===== src/divsqrt_pkg.sv =====
package divsqrt_pkg;

  // Datapath sizes
  localparam int DATA_W   = 32;          // Widest operand and result
  localparam int FMT_W    = 2;           // Format code width
  localparam int CNT_W    = 6;           // Iteration counter, holds up to 32
  localparam int STATUS_W = 2;

  // Format codes, any unknown code runs as 32 bit
  localparam logic [FMT_W-1:0] FMT_W8  = 2'd0;
  localparam logic [FMT_W-1:0] FMT_W16 = 2'd1;
  localparam logic [FMT_W-1:0] FMT_W32 = 2'd2;

  // Operation select
  localparam logic OP_DIV  = 1'b0;
  localparam logic OP_SQRT = 1'b1;

  // Status bit positions
  localparam int STATUS_DZ = 0;          // Divide by zero
  localparam int STATUS_NX = 1;          // Remainder left over

  // Control FSM encoding
  localparam int ST_W = 2;
  localparam logic [ST_W-1:0] ST_IDLE = 2'd0;
  localparam logic [ST_W-1:0] ST_BUSY = 2'd1;
  localparam logic [ST_W-1:0] ST_HOLD = 2'd2;

  // Operand width in bits for a format code
  function automatic logic [CNT_W-1:0] fmt_bits(input logic [FMT_W-1:0] fmt);
    case (fmt)
      FMT_W8:  fmt_bits = 6'd8;
      FMT_W16: fmt_bits = 6'd16;
      FMT_W32: fmt_bits = 6'd32;
      default: fmt_bits = 6'd32;         // Fall back to the full width
    endcase
  endfunction

endpackage


===== src/divsqrt_core_if.sv =====
`timescale 1ns/10ps

interface divsqrt_core_if import divsqrt_pkg::*; ();

  // Issue side, driven by the control FSM
  logic                start;            // One cycle, operands sampled here
  logic                abort;            // Drops any work in progress
  logic                op;               // OP_DIV or OP_SQRT
  logic [FMT_W-1:0]    fmt;
  logic [DATA_W-1:0]   opa;              // Dividend or radicand
  logic [DATA_W-1:0]   opb;              // Divisor

  // Completion side, driven by the core
  logic                idle;
  logic                done;             // One cycle pulse
  logic [DATA_W-1:0]   result;           // Only meaningful with done
  logic [STATUS_W-1:0] status;

  modport ctrl (
    output start, abort, op, fmt, opa, opb,
    input  idle, done, result, status
  );

  modport core (
    input  start, abort, op, fmt, opa, opb,
    output idle, done, result, status
  );

endinterface


===== src/divsqrt_core.sv =====
`timescale 1ns/10ps

module divsqrt_core import divsqrt_pkg::*; (
  input  logic         clk_i,
  input  logic         rst_n_i,
  divsqrt_core_if.core core_if
);

  logic              run_q;
  logic              done_q;
  logic [CNT_W-1:0]  cnt_q;              // Iterations still to go
  logic [CNT_W-1:0]  width;
  logic              op_q;
  logic              dz_q;               // Divisor was zero
  logic [DATA_W-1:0] dq_q;               // Dividend or radicand, MSB first
  logic [DATA_W-1:0] div_q;
  logic [DATA_W-1:0] q_q;                // Quotient or root bits
  logic [DATA_W:0]   rem_q;              // Partial remainder
  logic [DATA_W-1:0] dq_nxt;
  logic [DATA_W:0]   part, trial, rem_nxt;
  logic [DATA_W+1:0] diff;
  logic              fits;               // Trial subtract did not borrow

  assign width = fmt_bits(core_if.fmt);

  // --------------------------------------------------------------------------
  // Sequencing
  // --------------------------------------------------------------------------
  always_ff @(posedge clk_i) begin
    if (!rst_n_i) begin
      run_q  <= 1'b0;
      done_q <= 1'b0;
      cnt_q  <= '0;
    end else begin
      done_q <= 1'b0;                    // Pulse by default
      if (core_if.abort) begin
        run_q <= 1'b0;
      end else if (core_if.start) begin
        run_q <= 1'b1;
        // One bit per cycle for divide, one bit pair for sqrt
        cnt_q <= (core_if.op == OP_DIV) ? width : width >> 1;
      end else if (run_q) begin
        cnt_q <= cnt_q - CNT_W'(1);
        if (cnt_q == CNT_W'(1)) begin
          run_q  <= 1'b0;
          done_q <= 1'b1;
        end
      end
    end
  end

  // --------------------------------------------------------------------------
  // Restoring step
  // --------------------------------------------------------------------------
  always_comb begin
    if (op_q == OP_SQRT) begin
      part   = {rem_q[DATA_W-2:0], dq_q[DATA_W-1 -: 2]};   // Bring down a bit pair
      trial  = {q_q[DATA_W-2:0], 2'b01};                   // 4*root + 1
      dq_nxt = {dq_q[DATA_W-3:0], 2'b00};
    end else begin
      part   = {rem_q[DATA_W-1:0], dq_q[DATA_W-1]};        // Bring down one bit
      trial  = {1'b0, div_q};
      dq_nxt = {dq_q[DATA_W-2:0], 1'b0};
    end
    diff    = {1'b0, part} - {1'b0, trial};
    fits    = ~diff[DATA_W+1];
    rem_nxt = fits ? diff[DATA_W:0] : part;                // Restore on borrow
  end

  always_ff @(posedge clk_i) begin
    if (core_if.start) begin
      op_q  <= core_if.op;
      dz_q  <= (core_if.op == OP_DIV) && (core_if.opb == '0);
      dq_q  <= core_if.opa << (DATA_W - width);            // Align MSB to the top
      div_q <= core_if.opb;
      q_q   <= '0;
      rem_q <= '0;
    end else if (run_q) begin
      dq_q  <= dq_nxt;
      rem_q <= rem_nxt;
      q_q   <= {q_q[DATA_W-2:0], fits};
    end
  end

  // Zero divisor yields all ones since every trial fits
  assign core_if.idle   = ~run_q;
  assign core_if.done   = done_q;
  assign core_if.result = q_q;

  always_comb begin
    core_if.status            = '0;
    core_if.status[STATUS_DZ] = dz_q;
    core_if.status[STATUS_NX] = (|rem_q) & ~dz_q;          // Inexact, divide or root
  end

endmodule


===== src/divsqrt_ctrl.sv =====
`timescale 1ns/10ps

module divsqrt_ctrl import divsqrt_pkg::*; (
  input  logic                clk_i,
  input  logic                rst_n_i,
  input  logic                flush_i,
  // From operand stage
  input  logic                op_valid_i,
  output logic                op_ready_o,
  input  logic                op_i,
  input  logic [FMT_W-1:0]    fmt_i,
  input  logic [DATA_W-1:0]   opa_i,
  input  logic [DATA_W-1:0]   opb_i,
  // Toward result stage
  output logic                res_valid_o,
  input  logic                res_ready_i,
  input  logic                res_full_i,  // Result stage holds an item
  output logic [DATA_W-1:0]   result_o,
  output logic [STATUS_W-1:0] status_o,
  output logic                busy_o,
  divsqrt_core_if.ctrl        core_if
);

  logic [ST_W-1:0]     state_q, state_d;
  logic                free;             // Nothing left to hand downstream
  logic                hold_en;
  logic [DATA_W-1:0]   held_result_q;
  logic [STATUS_W-1:0] held_status_q;

  // --------------------------------------------------------------------------
  // Control FSM
  // --------------------------------------------------------------------------
  always_comb begin
    state_d     = state_q;
    free        = 1'b0;
    res_valid_o = 1'b0;
    case (state_q)
      ST_IDLE: free = 1'b1;
      ST_BUSY: begin
        if (core_if.done) begin
          res_valid_o = 1'b1;            // Offer the fresh result
          if (res_ready_i) begin
            free    = 1'b1;
            state_d = ST_IDLE;
          end else begin
            state_d = ST_HOLD;           // Park it in the hold register
          end
        end
      end
      ST_HOLD: begin
        res_valid_o = 1'b1;
        if (res_ready_i) begin
          free    = 1'b1;
          state_d = ST_IDLE;
        end
      end
      default: state_d = ST_IDLE;
    endcase
    op_ready_o = free & core_if.idle & ~flush_i;
    if (op_valid_i && op_ready_o) state_d = ST_BUSY;   // Back to back issue
    if (flush_i) state_d = ST_IDLE;      // Flush wins over everything
  end

  always_ff @(posedge clk_i) begin
    if (!rst_n_i) state_q <= ST_IDLE;
    else state_q <= state_d;
  end

  // Issue straight from the operand stage
  assign core_if.start = op_valid_i & op_ready_o;
  assign core_if.abort = flush_i;
  assign core_if.op    = op_i;
  assign core_if.fmt   = fmt_i;
  assign core_if.opa   = opa_i;
  assign core_if.opb   = opb_i;

  // --------------------------------------------------------------------------
  // Hold register and output select
  // --------------------------------------------------------------------------
  assign hold_en = (state_q == ST_BUSY) & core_if.done & ~res_ready_i;

  always_ff @(posedge clk_i) begin
    if (hold_en) begin
      held_result_q <= core_if.result;
      held_status_q <= core_if.status;
    end
  end

  assign result_o = (state_q == ST_HOLD) ? held_result_q : core_if.result;
  assign status_o = (state_q == ST_HOLD) ? held_status_q : core_if.status;

  // Any stage still holding work
  assign busy_o = op_valid_i | (state_q != ST_IDLE) | res_full_i;

  a_start_idle: assert property (@(posedge clk_i) disable iff (!rst_n_i)
    core_if.start |-> core_if.idle);

endmodule


===== src/divsqrt_top.sv =====
`timescale 1ns/10ps

module divsqrt_top import divsqrt_pkg::*; (
  input  logic                clk_i,
  input  logic                rst_n_i,
  input  logic                op_i,
  input  logic [FMT_W-1:0]    fmt_i,
  input  logic [DATA_W-1:0]   opa_i,
  input  logic [DATA_W-1:0]   opb_i,
  input  logic                in_valid_i,
  output logic                in_ready_o,
  input  logic                flush_i,
  output logic [DATA_W-1:0]   result_o,
  output logic [STATUS_W-1:0] status_o,
  output logic                out_valid_o,
  input  logic                out_ready_i,
  output logic                busy_o
);

  // Operand stage to control
  logic                op_valid, op_ready, op;
  logic [FMT_W-1:0]    fmt;
  logic [DATA_W-1:0]   opa, opb;
  // Control to result stage
  logic                res_valid, res_ready, res_full;
  logic [DATA_W-1:0]   result;
  logic [STATUS_W-1:0] status;

  divsqrt_core_if u_core_if ();

  operand_stage u_operand_stage (
    .clk_i, .rst_n_i, .flush_i, .in_valid_i, .in_ready_o, .op_i, .fmt_i, .opa_i, .opb_i,
    .op_valid_o (op_valid), .op_ready_i (op_ready),
    .op_o (op), .fmt_o (fmt), .opa_o (opa), .opb_o (opb)
  );

  divsqrt_ctrl u_ctrl (
    .clk_i, .rst_n_i, .flush_i,
    .op_valid_i (op_valid), .op_ready_o (op_ready),
    .op_i (op), .fmt_i (fmt), .opa_i (opa), .opb_i (opb),
    .res_valid_o (res_valid), .res_ready_i (res_ready), .res_full_i (res_full),
    .result_o (result), .status_o (status), .busy_o, .core_if (u_core_if.ctrl)
  );

  divsqrt_core u_core (.clk_i, .rst_n_i, .core_if (u_core_if.core));

  result_stage u_result_stage (
    .clk_i, .rst_n_i, .flush_i,
    .res_valid_i (res_valid), .res_ready_o (res_ready),
    .result_i (result), .status_i (status),
    .out_valid_o, .out_ready_i, .result_o, .status_o, .full_o (res_full)
  );

endmodule


===== src/operand_stage.sv =====
`timescale 1ns/10ps

module operand_stage import divsqrt_pkg::*; (
  input  logic              clk_i,
  input  logic              rst_n_i,
  input  logic              flush_i,
  // Upstream side
  input  logic              in_valid_i,
  output logic              in_ready_o,
  input  logic              op_i,
  input  logic [FMT_W-1:0]  fmt_i,
  input  logic [DATA_W-1:0] opa_i,
  input  logic [DATA_W-1:0] opb_i,
  // Toward the control FSM
  output logic              op_valid_o,
  input  logic              op_ready_i,
  output logic              op_o,
  output logic [FMT_W-1:0]  fmt_o,
  output logic [DATA_W-1:0] opa_o,
  output logic [DATA_W-1:0] opb_o
);

  logic [DATA_W-1:0] width_mask;         // Ones over the selected width

  // Take a new item when empty or when the current one moves on
  assign in_ready_o = (op_ready_i | ~op_valid_o) & ~flush_i;

  assign width_mask = {DATA_W{1'b1}} >> (DATA_W - fmt_bits(fmt_i));

  always_ff @(posedge clk_i) begin
    if (!rst_n_i) op_valid_o <= 1'b0;
    else if (flush_i) op_valid_o <= 1'b0;      // Drop the held item
    else if (in_ready_o) op_valid_o <= in_valid_i;
  end

  // Payload, loaded on accept only
  always_ff @(posedge clk_i) begin
    if (in_valid_i && in_ready_o) begin
      op_o  <= op_i;
      fmt_o <= fmt_i;
      opa_o <= opa_i & width_mask;       // Clean upper bits
      opb_o <= opb_i & width_mask;
    end
  end

  // Stage must be empty right after a flush
  a_flush_clears: assert property (@(posedge clk_i) disable iff (!rst_n_i)
    flush_i |=> !op_valid_o);

endmodule


===== src/result_stage.sv =====
`timescale 1ns/10ps

module result_stage import divsqrt_pkg::*; (
  input  logic                clk_i,
  input  logic                rst_n_i,
  input  logic                flush_i,
  // From control FSM
  input  logic                res_valid_i,
  output logic                res_ready_o,
  input  logic [DATA_W-1:0]   result_i,
  input  logic [STATUS_W-1:0] status_i,
  // Downstream side
  output logic                out_valid_o,
  input  logic                out_ready_i,
  output logic [DATA_W-1:0]   result_o,
  output logic [STATUS_W-1:0] status_o,
  output logic                full_o
);

  // Empty or being drained this cycle
  assign res_ready_o = ~out_valid_o | out_ready_i;
  assign full_o      = out_valid_o;

  always_ff @(posedge clk_i) begin
    if (!rst_n_i) out_valid_o <= 1'b0;
    else if (flush_i) out_valid_o <= 1'b0;
    else if (res_ready_o) out_valid_o <= res_valid_i;
  end

  always_ff @(posedge clk_i) begin
    if (res_valid_i && res_ready_o) begin
      result_o <= result_i;
      status_o <= status_i;
    end
  end

  // Stalled output must not move
  a_out_stable: assert property (@(posedge clk_i) disable iff (!rst_n_i)
    out_valid_o && !out_ready_i |=> $stable(result_o) && $stable(status_o));

endmodule


===== config.mk =====
export PLATFORM = sky130hd
export DESIGN_NAME = divsqrt_top
export DESIGN_NICKNAME = d
export VERILOG_FILES = /design/src/divsqrt_pkg.sv /design/src/divsqrt_core_if.sv /design/src/divsqrt_core.sv /design/src/divsqrt_ctrl.sv /design/src/divsqrt_top.sv /design/src/operand_stage.sv /design/src/result_stage.sv
export SDC_FILE = /design/constraint.sdc
export NUM_CORES = 1
export LEC_CHECK = 0
export BUFFER_PORTS_ARGS = -buffer_cell sky130_fd_sc_hd__buf_2
export CAP_MARGIN = 20
export CORE_UTILIZATION = 41
export CTS_CLUSTER_DIAMETER = 150
export CTS_CLUSTER_SIZE = 10
export DETAILED_ROUTE_END_ITERATION = 8
export SETUP_SLACK_MARGIN = 0.2
export SYNTH_ARGS = -nofsm -noshare
export SYNTH_HDL_FRONTEND = slang
export SYNTH_SLANG_ARGS = --single-unit

===== constraint.sdc =====
create_clock -name clk_i -period 11.6 [get_ports clk_i]
set_input_delay 3.48 -clock clk_i [delete_from_list [all_inputs] [get_ports clk_i]]
set_output_delay 3.48 -clock clk_i [all_outputs]
set_load 0.02 [all_outputs]

==> results of run 1 <==
==> cells in the mapped netlist, types with 3 or more instances <==
library cell,number
edfxtp_1,201
nand2_1,157
o21ai_0,101
mux2i_1,83
dfxtp_1,77
clkbuf_1,67
mux2_2,67
nand3_1,61
a21oi_1,47
ha_1,42
nor2b_1,42
nor2_1,41
and2_1,22
nand2b_1,17
nor4_1,17
inv_1,15
or3_1,15
xor2_1,13
xnor2_1,12
buf_1,11
a21o_1,10
nor3_1,10
a211oi_1,8
a31oi_1,8
nand4_1,8
and3_1,7
o2111ai_1,7
o22ai_1,7
buf_2,6
o211ai_1,6
o31ai_1,6
o32ai_1,6
a32oi_1,4
o21a_1,4
or2_2,4
a41oi_1,3
and4_1,3
o21bai_1,3
==> sequential cells by signal, indices dropped and copies added, names as in the netlist, 2 cells and up <==
signal and cells:
u_core.cnt_q 6, u_core.core_if.result 32, u_core.div_q 32, u_core.dq_q 32, u_core.rem_q 33, u_ctrl.held_result_q 32
u_ctrl.held_status_q 2, u_ctrl.state_q 2, u_operand_stage.fmt_o 2, u_operand_stage.opa_o 32, u_operand_stage.opb_o 32, u_result_stage.result_o 32
u_result_stage.status_o 2
==> routing by layer <==
layer  up-vias  global-route usage (%)  part of all wire (%)
met5         -                       0                     0
met2       229                    30.3                    47
met3        48                    2.27                   4.5
li1       4791                       -                     -
met4         0                    5.31                   2.5
met1      4627                    24.8                    46
==> worst max-delay path: cells and delay by family <==
family | cells | cell delay, ns
simple gates | 2 | 0.53
buf+inv | 2 | 0.28
compound gates | 2 | 0.26
==> final cells by class <==
type	count	area share (%)
clock buffers	57	5.63
clock inverters	1	0.0559
inverters	16	0.383
multi-input cells	877	37.6
flip-flops and latches	278	48.3
well taps	448	3.57
repair buffers	125	4.39
==> power by group <==
| part | total, mW | switching (mW) | internal, mW | leakage, nW |
|---|---|---|---|---|
| logic | 0.833 | 0.493 | 0.341 | 2.99 |
| clock network | 0.879 | 0.374 | 0.506 | 0.423 |
| registers | 1.20 | 0.0629 | 1.14 | 2.51 |
==> through the flow <==
| step | std cells | instance area [µm²] |
|---|---|---|
| 6_report | 1802 | 15700 |
| 5_1_grt | 1802 | 15700 |
| 4_1_cts | 1802 | 15700 |
| 3_5_place_dp | 1744 | 14800 |
| 3_3_place_gp | 1743 | 14800 |
| 2_1_floorplan | 1257 | 13900 |
==> kinds of logic after synthesis <==
| family | after synthesis | share of synthesized area [%] |
|---|---|---|
| DFF | 278 | 54.6 |
| and+or+nand+nor | 417 | 14.8 |
| xor gates and xnor gates | 25 | 1.58 |
| muxes | 150 | 11.4 |
| adders and majority gates | 43 | 3.93 |
| buffers and inverters | 102 | 2.89 |
| AOI/OAI and AO/OA | 242 | 10.8 |
==> worst max-delay path by stage <==
stage	start	endpoint	slack, ns	cells past startpoint
detailed placement	out_ready_i	in_ready_o	3.58	6
global route	out_ready_i	in_ready_o	3.49	6
global placement	out_ready_i	in_ready_o	3.56	6
finish	out_ready_i	in_ready_o	3.57	6
floorplan	out_ready_i	in_ready_o	3.66	4
CTS	out_ready_i	in_ready_o	3.57	6
==> qor.csv, run 1 <==
metric;value;unit
area occupied by multi-input gates;5900;µm²
Max Cap Viol;0;
WP data required;8.12;ns
Final setup violation count;0;
Yosys top cell area share;43.5;%
mapped cell area;13900;µm²
TritonCTS clock tree;done;
Reg-to-Reg Start;u_core.op_q;
maximum clock rate;125;MHz
Hold Fails Final Rpt;0;
total power;2.91;mW
Tmin final;8.03;ns
Layout area overhead;13.0;%
Core Footprint;33400;µm²
worst-margin pin slew;1.02;ns
CP max FO;2;
hold buffers post-CTS;0;
CTS resizes;0;
Post-Place Setup Slack;3.58;ns
Hold EP;u_core.div_q[15];
DRC;0;
syn_nets;1372;
post-CTS setup buffer count;0;
DR vias;9695;
GRT Overall Usage;18.2;%
HP Class;register to register;
Die H;186;µm
outcome;complete, no violations;
worst r2r path cells;12;
most frequent cells in the layout;edfxtp_1 (201), nand2_1 (156), buf_2 (108);
GRT overflow;0;
Nets;1444;
Clock Skews;0.0159;ns
n_diodes;0;
Slew HR;32.1;%
vias in the first global route;9065;
Reg2Reg Capture Point;u_core.rem_q[1];
register area;7580;µm²
Vias/cell;5.38;
Fin Hold WS;0.449;ns
I/O Pins;109;
crit-path cells;buf_2 -> nand2b_1 -> a21oi_1 -> or4_1 -> a21oi_1 -> buf_2;
Initial DRT Pass Iterations;5;
Crit. End Element;output port;
htree depth;1;
Initial Utilization;41.5;%
drt total wl;31800;µm
TritonCTS Sinks;278;
commonest non-fill, non-tap cell in the layout;edfxtp_1;
TNS Setup;0;ns
Iteration-0 DRC Markers;546;
sequential area share after synthesis;54.6;%
# rows;67;
Worst Path Arrival;4.55;ns
share of cells above drive strength 1;18.0;%
Final GP Congestion;0.856;
initial antenna violation count;1;
CTS buffer count;31;
#FFs+latches synth;278;
Leak;5.92;nW
post-layout util;46.9;%
number of fillers in the final layout;3084;
Clock Path Buffers;3;
Tcrit/Tclk final;69.2;%
power per cell area;186;nW/µm²
Worst VDD drop;127;µV
RSZ-0062 raised after global routing;no;
HPWL Detailed;22300;µm
CTS root buf;clkbuf_16;
die area;34600;µm²
antenna-violating nets left;0;
Post-synth EDFFs;201;
first-pass GRT wire length;49500;µm
Post-Syn Instances;1257;
count of cell types in the netlist;70;
Yosys warning count;0;
hold path depth;0;
pin count of the biggest net entering global routing;92;
CP startpoint kind;input pin;
clock slew at reported path FFs;0.06;ns
Synth area leaders;edfxtp_1 (43%), dfxtp_1 (11%), mux2i_1 (6.0%);
Post-synth top flop;edfxtp_1;
clock latency on the worst-skew pair;0.56;ns
Die X;186;µm
setup ws final;3.57;ns
Pins Over Slew Limit;0;
Mean Syn Cell Area;11.0;µm²
WL/cell;17.6;µm
IO buf count;108;
hold_sp;u_operand_stage.opb_o[15];
WS Path Type;input pin to output port;
CP max stage delay;0.42;ns
ys async rst share;0;%
area leader, netlist;edfxtp_1;
FF-to-FF setup slack;6.35;ns
Crit-path slowest cell;or4_1;
Power figures use the tool's default switching activity.
==> run 2, diff against run 1 <==
- clock period: 11.6 -> 7.55 ns (I/O delays scaled with it)
==> run 2 against run 1 <==
  * Sequential share of layout area is 0.077 points lower
  * Global-route usage grew 0.50 points
  * Combinational power grew 54%
  * Critical path depth unchanged
  * Register-to-register slack got worse by 3.4 ns
  * Clock power up 52%
  * Die area did not move
  * Power increased by 53%
  * Largest power group unchanged
  * First-iteration DRC count increased by 9.0%
  * Clock-buffer cell count did not move
  * Critical endpoint unchanged
==> qor.csv, run 2 (synthesized netlist as in run 1, its figures left out) <==
metric;value;unit
outcome;complete, no violations;
most frequent cells in the layout;edfxtp_1 (201), nand2_1 (156), buf_2 (108);
Pins Over Slew Limit;0;
CTS resizes;0;
hold_sp;u_operand_stage.opb_o[10];
clock slew at reported path FFs;0.06;ns
Largest Register;u_core.rem_q;
FF-to-FF setup slack;2.95;ns
share of cells above drive strength 1;18.0;%
maximum clock rate;178;MHz
htree depth;1;
antenna-violating nets left;0;
first-pass GRT wire length;50700;µm
initial antenna violation count;0;
TNS Setup;0;ns
Clock Skews;0.0153;ns
worst r2r path cells;13;
WP data required;5.29;ns
I/O Pins;109;
Reg2Reg Capture Point;u_core.rem_q[1];
Layout area overhead;13.2;%
TritonCTS Sinks;278;
Tcrit/Tclk final;74.3;%
final non-filler cell total;1802;
Iteration-0 DRC Markers;595;
Initial DRT Pass Iterations;5;
post-CTS setup buffer count;0;
Clock Path Buffers;3;
WL/cell;17.7;µm
Reg-to-Reg Start;u_core.op_q;
Nets;1444;
CP max FO;2;
hold buffers post-CTS;0;
Initial Utilization;41.5;%
commonest non-fill, non-tap cell in the layout;edfxtp_1;
Hold Fails Final Rpt;0;
pin count of the biggest net entering global routing;98;
Leak;5.92;nW
HPWL Detailed;22400;µm
Worst VDD drop;185;µV
power per cell area;285;nW/µm²
total power;4.47;mW
number of fillers in the final layout;3032;
Slew HR;41.8;%
Worst Path Arrival;3.34;ns
Die X;186;µm
vias in the first global route;9275;
crit path capture;in_ready_o;
Vias/cell;5.42;
Final GP Congestion;0.850;
clock latency on the worst-skew pair;0.56;ns
DR vias;9758;
GRT Overall Usage;18.7;%
drt total wl;31900;µm
crit path launch;out_ready_i;
max reg flops;33;
Max Cap Viol;0;
HP Class;register to register;
Core Footprint;33400;µm²
IO buf count;108;
die area;34600;µm²
Final setup violation count;0;
worst-margin pin slew;0.873;ns
TritonCTS clock tree;done;
GRT overflow;0;
dpl cells;1743;
Die H;186;µm
RSZ-0062 raised after global routing;no;
# rows;67;
n_diodes;0;
WS Path Type;input pin to output port;
Crit. End Element;output port;
DRC;0;
CTS buffer count;31;
CTS root buf;clkbuf_16;
Tmin final;5.61;ns
CP startpoint kind;input pin;
-- run 2: cell counts in the layout (fill, tap and decap cells not counted) --
No cell type changed its count.
-- run 2: final cells by class --
type	count	area, µm²	area share (%)
clock buffer	57	883	5.62
clock inverter	1	8.76	0.0558
timing repair buffer	125	713	4.54
sequential	278	7580	48.3
multi-input combinational	877	5900	37.6
inverter	16	60.1	0.382
tap	448	561	3.57
-- run 2: routing by layer --
metal | vias to the layer above | GRT usage [%] | part of all wire (%)
li1 | 4785 | - | -
met1 | 4655 | 25.3 | 45
met2 | 253 | 30.4 | 46
met3 | 65 | 2.52 | 4.4
met4 | 0 | 7.08 | 3.9
met5 | - | 0 | 0
-- run 2: worst min path at each step --
stage               slack (ns)          endpoint  depth (start not counted)
floorplan                 0.42  u_core.div_q[19]                          0
detailed placement        0.43  u_core.div_q[29]                          0
global route              0.45  u_core.div_q[29]                          0
CTS                       0.45  u_core.div_q[29]                          0
global placement          0.43  u_core.div_q[29]                          0
finish                    0.45  u_core.div_q[10]                          0
-- run 2: per-stage QoR --
step / utilization (%) / setup WS (ns) / hold slack [ns] / instance area, µm²
finish: 47.0 / 1.94 / 0.449 / 15700
global route: 47.0 / 1.85 / 0.452 / 15700
CTS: 46.9 / 1.95 / 0.447 / 15700
detailed placement: 44.2 / 1.96 / 0.435 / 14800
global placement: 44.1 / 1.97 / 0.431 / 14800
floorplan: - / 2.04 / 0.417 / 13900
-- run 2: report_power, final --
| group | internal, mW | leakage (nW) | switching, mW |
|---|---|---|---|
| clock network | 0.777 | 0.423 | 0.568 |
| logic | 0.524 | 2.99 | 0.756 |
| registers | 1.75 | 2.51 | 0.0989 |
-- run 2: worst max-delay path, cell delays in order --
cell and delay (ns):
buf_2 0.08, nand2b_1 0.11, a21oi_1 0.07, or4_1 0.42, a21oi_1 0.20, buf_2 0.19
==> run 3, diff against run 2 <==
- ABC_AREA: unset -> 1
- clock period: 7.55 -> 5.85 ns (I/O delays scaled with it)
==> run 3 against run 2 <==
  * Clock skew grew 0.0065 ns
  * Largest power group unchanged
  * Sequential power grew 26%
  * Utilization grew 0.083 points
  * Worst setup slack lost 0.58 ns
  * Area after synthesis grew 8.5%
  * Sequential share of layout area shrank 3.3 points
==> qor.csv, run 3 <==
metric;value;unit
Initial Utilization;42.0;%
crit-path cells;buf_2 -> inv_1 -> nand2_1 -> nand2_1 -> a21boi_2 -> nor2_1 -> nor2_1 -> buf_2;
Pins Over Slew Limit;0;
hold_sp;u_operand_stage.opb_o[30];
drt total wl;38200;µm
outcome;complete, no violations;
Post-synth top cells;nand2_1 (573), inv_1 (326), edfxtp_1 (201), nor2_1 (131), o21ai_0 (111);
mapped cell area;15100;µm²
Post-synth top flop;edfxtp_1;
Yosys warning count;0;
share of cells above drive strength 1;10.5;%
Crit path depth;8;
#FFs+latches synth;278;
area leader, netlist;edfxtp_1;
Clock Path Buffers;3;
HPWL Detailed;28200;µm
htree depth;1;
Nets;2061;
commonest non-fill, non-tap cell in the layout;nand2_1;
Core Footprint;35800;µm²
total power;5.31;mW
maximum clock rate;223;MHz
first-pass GRT wire length;60500;µm
antenna-violating nets left;0;
Clk pwr share;32.7;%
worst-margin pin slew;0.887;ns
WP data required;4.09;ns
Hold Fails Final Rpt;0;
Reg-to-Reg Start;u_core.op_q;
GRT overflow;0;
Slew HR;40.9;%
sequential area share after synthesis;50.3;%
Post-Place Setup Slack;1.37;ns
Yosys top cell area share;40.1;%
Clock Skews;0.0218;ns
CP max FO;3;
CP startpoint kind;input pin;
Die H;194;µm
Vias/cell;4.92;
Die X;194;µm
max reg flops;33;
I/O Pins;109;
worst r2r path cells;18;
Combinational Power Share;23.7;%
# rows;69;
post-CTS setup buffer count;0;
CTS buffer count;31;
CTS root buf;clkbuf_16;
Iteration-0 DRC Markers;773;
clock latency on the worst-skew pair;0.55;ns
Post-Syn Instances;1873;
Crit-path slowest cell;nor2_1;
count of cell types in the netlist;45;
vias in the first global route;11283;
hold buffers post-CTS;0;
Post-synth EDFFs;201;
Initial DRT Pass Iterations;6;
syn_nets;1988;
Tcrit/Tclk final;76.7;%
Final setup violation count;0;
die area;37500;µm²
clock slew at reported path FFs;0.06;ns
crit path launch;out_ready_i;
CTS resizes;0;
DR WL met3;1480;µm
Mean Syn Cell Area;8.04;µm²
CP max stage delay;0.25;ns
Worst VDD drop;239;µV
DR vias;11965;
pin count of the biggest net entering global routing;113;
IO buf count;108;
hold path depth;0;
WL met1;17600;µm
WL/cell;15.7;µm
Crit. End Element;output port;
power per cell area;315;nW/µm²
DRC;0;
TritonCTS Sinks;278;
Met2 Wirelength;18100;µm
Leak;7.92;nW
Worst Path Arrival;2.73;ns
Psw;1.66;mW
WS Path Type;input pin to output port;
RSZ-0062 raised after global routing;no;
CP bufs+invs;3;
Final GP Congestion;0.987;
internal power;3.65;mW
HP Class;register to register;
Tmin final;4.49;ns
switching share of power;31.2;%
Crit path max-delay family;simple AND/OR/NAND/NOR gates;
sequential share of power;43.5;%
n_diodes;0;
Largest Register;u_core.rem_q;
ys async rst share;0;%
most frequent cells in the layout;nand2_1 (573), inv_1 (326), edfxtp_1 (201);
initial antenna violation count;0;
TNS Setup;0;ns
TritonCTS clock tree;done;
Max Cap Viol;0;
top-count cell post-synth;nand2_1;
Layout area overhead;11.9;%
Synth area leaders;edfxtp_1 (40%), nand2_1 (14%), dfxtp_1 (10%);
Top Metal Used;met4;
setup ws final;1.36;ns
GRT Overall Usage;20.1;%
-- run 3: cell type report --
cell class	instances	area, µm²
timing repair buffer	119	656
sequential	278	7580
inverter	336	1260
tap	461	577
fill	3514	19000
clock buffer	57	883
multi-input combinational	1180	5900
-- run 3: logic make-up (layout without fill, tap and decap cells) --
logic type	Yosys count	in the layout	synth area share, %
XOR/XNOR	20	20	1.16
AND/OR/NAND/NOR	882	882	24.7
multiplexers	12	12	0.798
flip-flops	278	278	50.3
AO/OA/AOI/OAI	223	223	8.69
adder cells (fa/ha/maj)	43	43	3.62
buffers and inverters	415	512	10.7
-- run 3: final timing paths --
| kind | endpoint | slack [ns] |
|---|---|---|
| min | u_core.div_q[30] | 0.45 |
| max reg2reg | u_core.rem_q[31] | 1.96 |
| min reg2reg | u_core.div_q[30] | 0.45 |
| max | in_ready_o | 1.36 |
-- run 3: through the flow --
step | util (%) | cell area (µm²) | hold WS [ns] | cells
floorplan | - | 15100 | 0.426 | 1873
global placement | 44.5 | 15900 | 0.434 | 2373
detailed placement | 44.5 | 15900 | 0.439 | 2373
CTS | 47.0 | 16800 | 0.450 | 2430
global route | 47.0 | 16900 | 0.457 | 2431
finish | 47.0 | 16900 | 0.450 | 2431
-- run 3: worst reg2reg max path: stages, from the launching register on --
cell and delay (ns):
edfxtp_1 0.78, inv_1 0.09, buf_4 0.28, or2_2 0.33
o21ai_0 0.15, inv_1 0.08, ha_1 0.39, nand2_2 0.15
inv_2 0.04, nand2_1 0.07, nand2_2 0.08, a21oi_4 0.17
nor2_4 0.06, nor2_8 0.36, nand2_8 0.27, nand2_2 0.29
nand2_1 0.09, nand2_1 0.08, nand2_1 0.05
-- run 3: per-layer routing --
layer	global-route usage (%)	vias up
li1	-	6147
met1	26.8	5485
met2	34.2	276
met4	6.01	0
met3	2.52	57
met5	0	-
-- run 3: power groups by stage --
stage / Clock, mW / Sequential, mW / Combinational [mW]
final: 1.74 / 2.31 / 1.26
after global routing: 1.86 / 2.33 / 1.43
after CTS: 1.78 / 2.31 / 1.26
after detailed placement: 0 / 2.35 / 1.26
after global placement: 0 / 2.35 / 1.25
after floorplan: 0 / 2.33 / 0.978
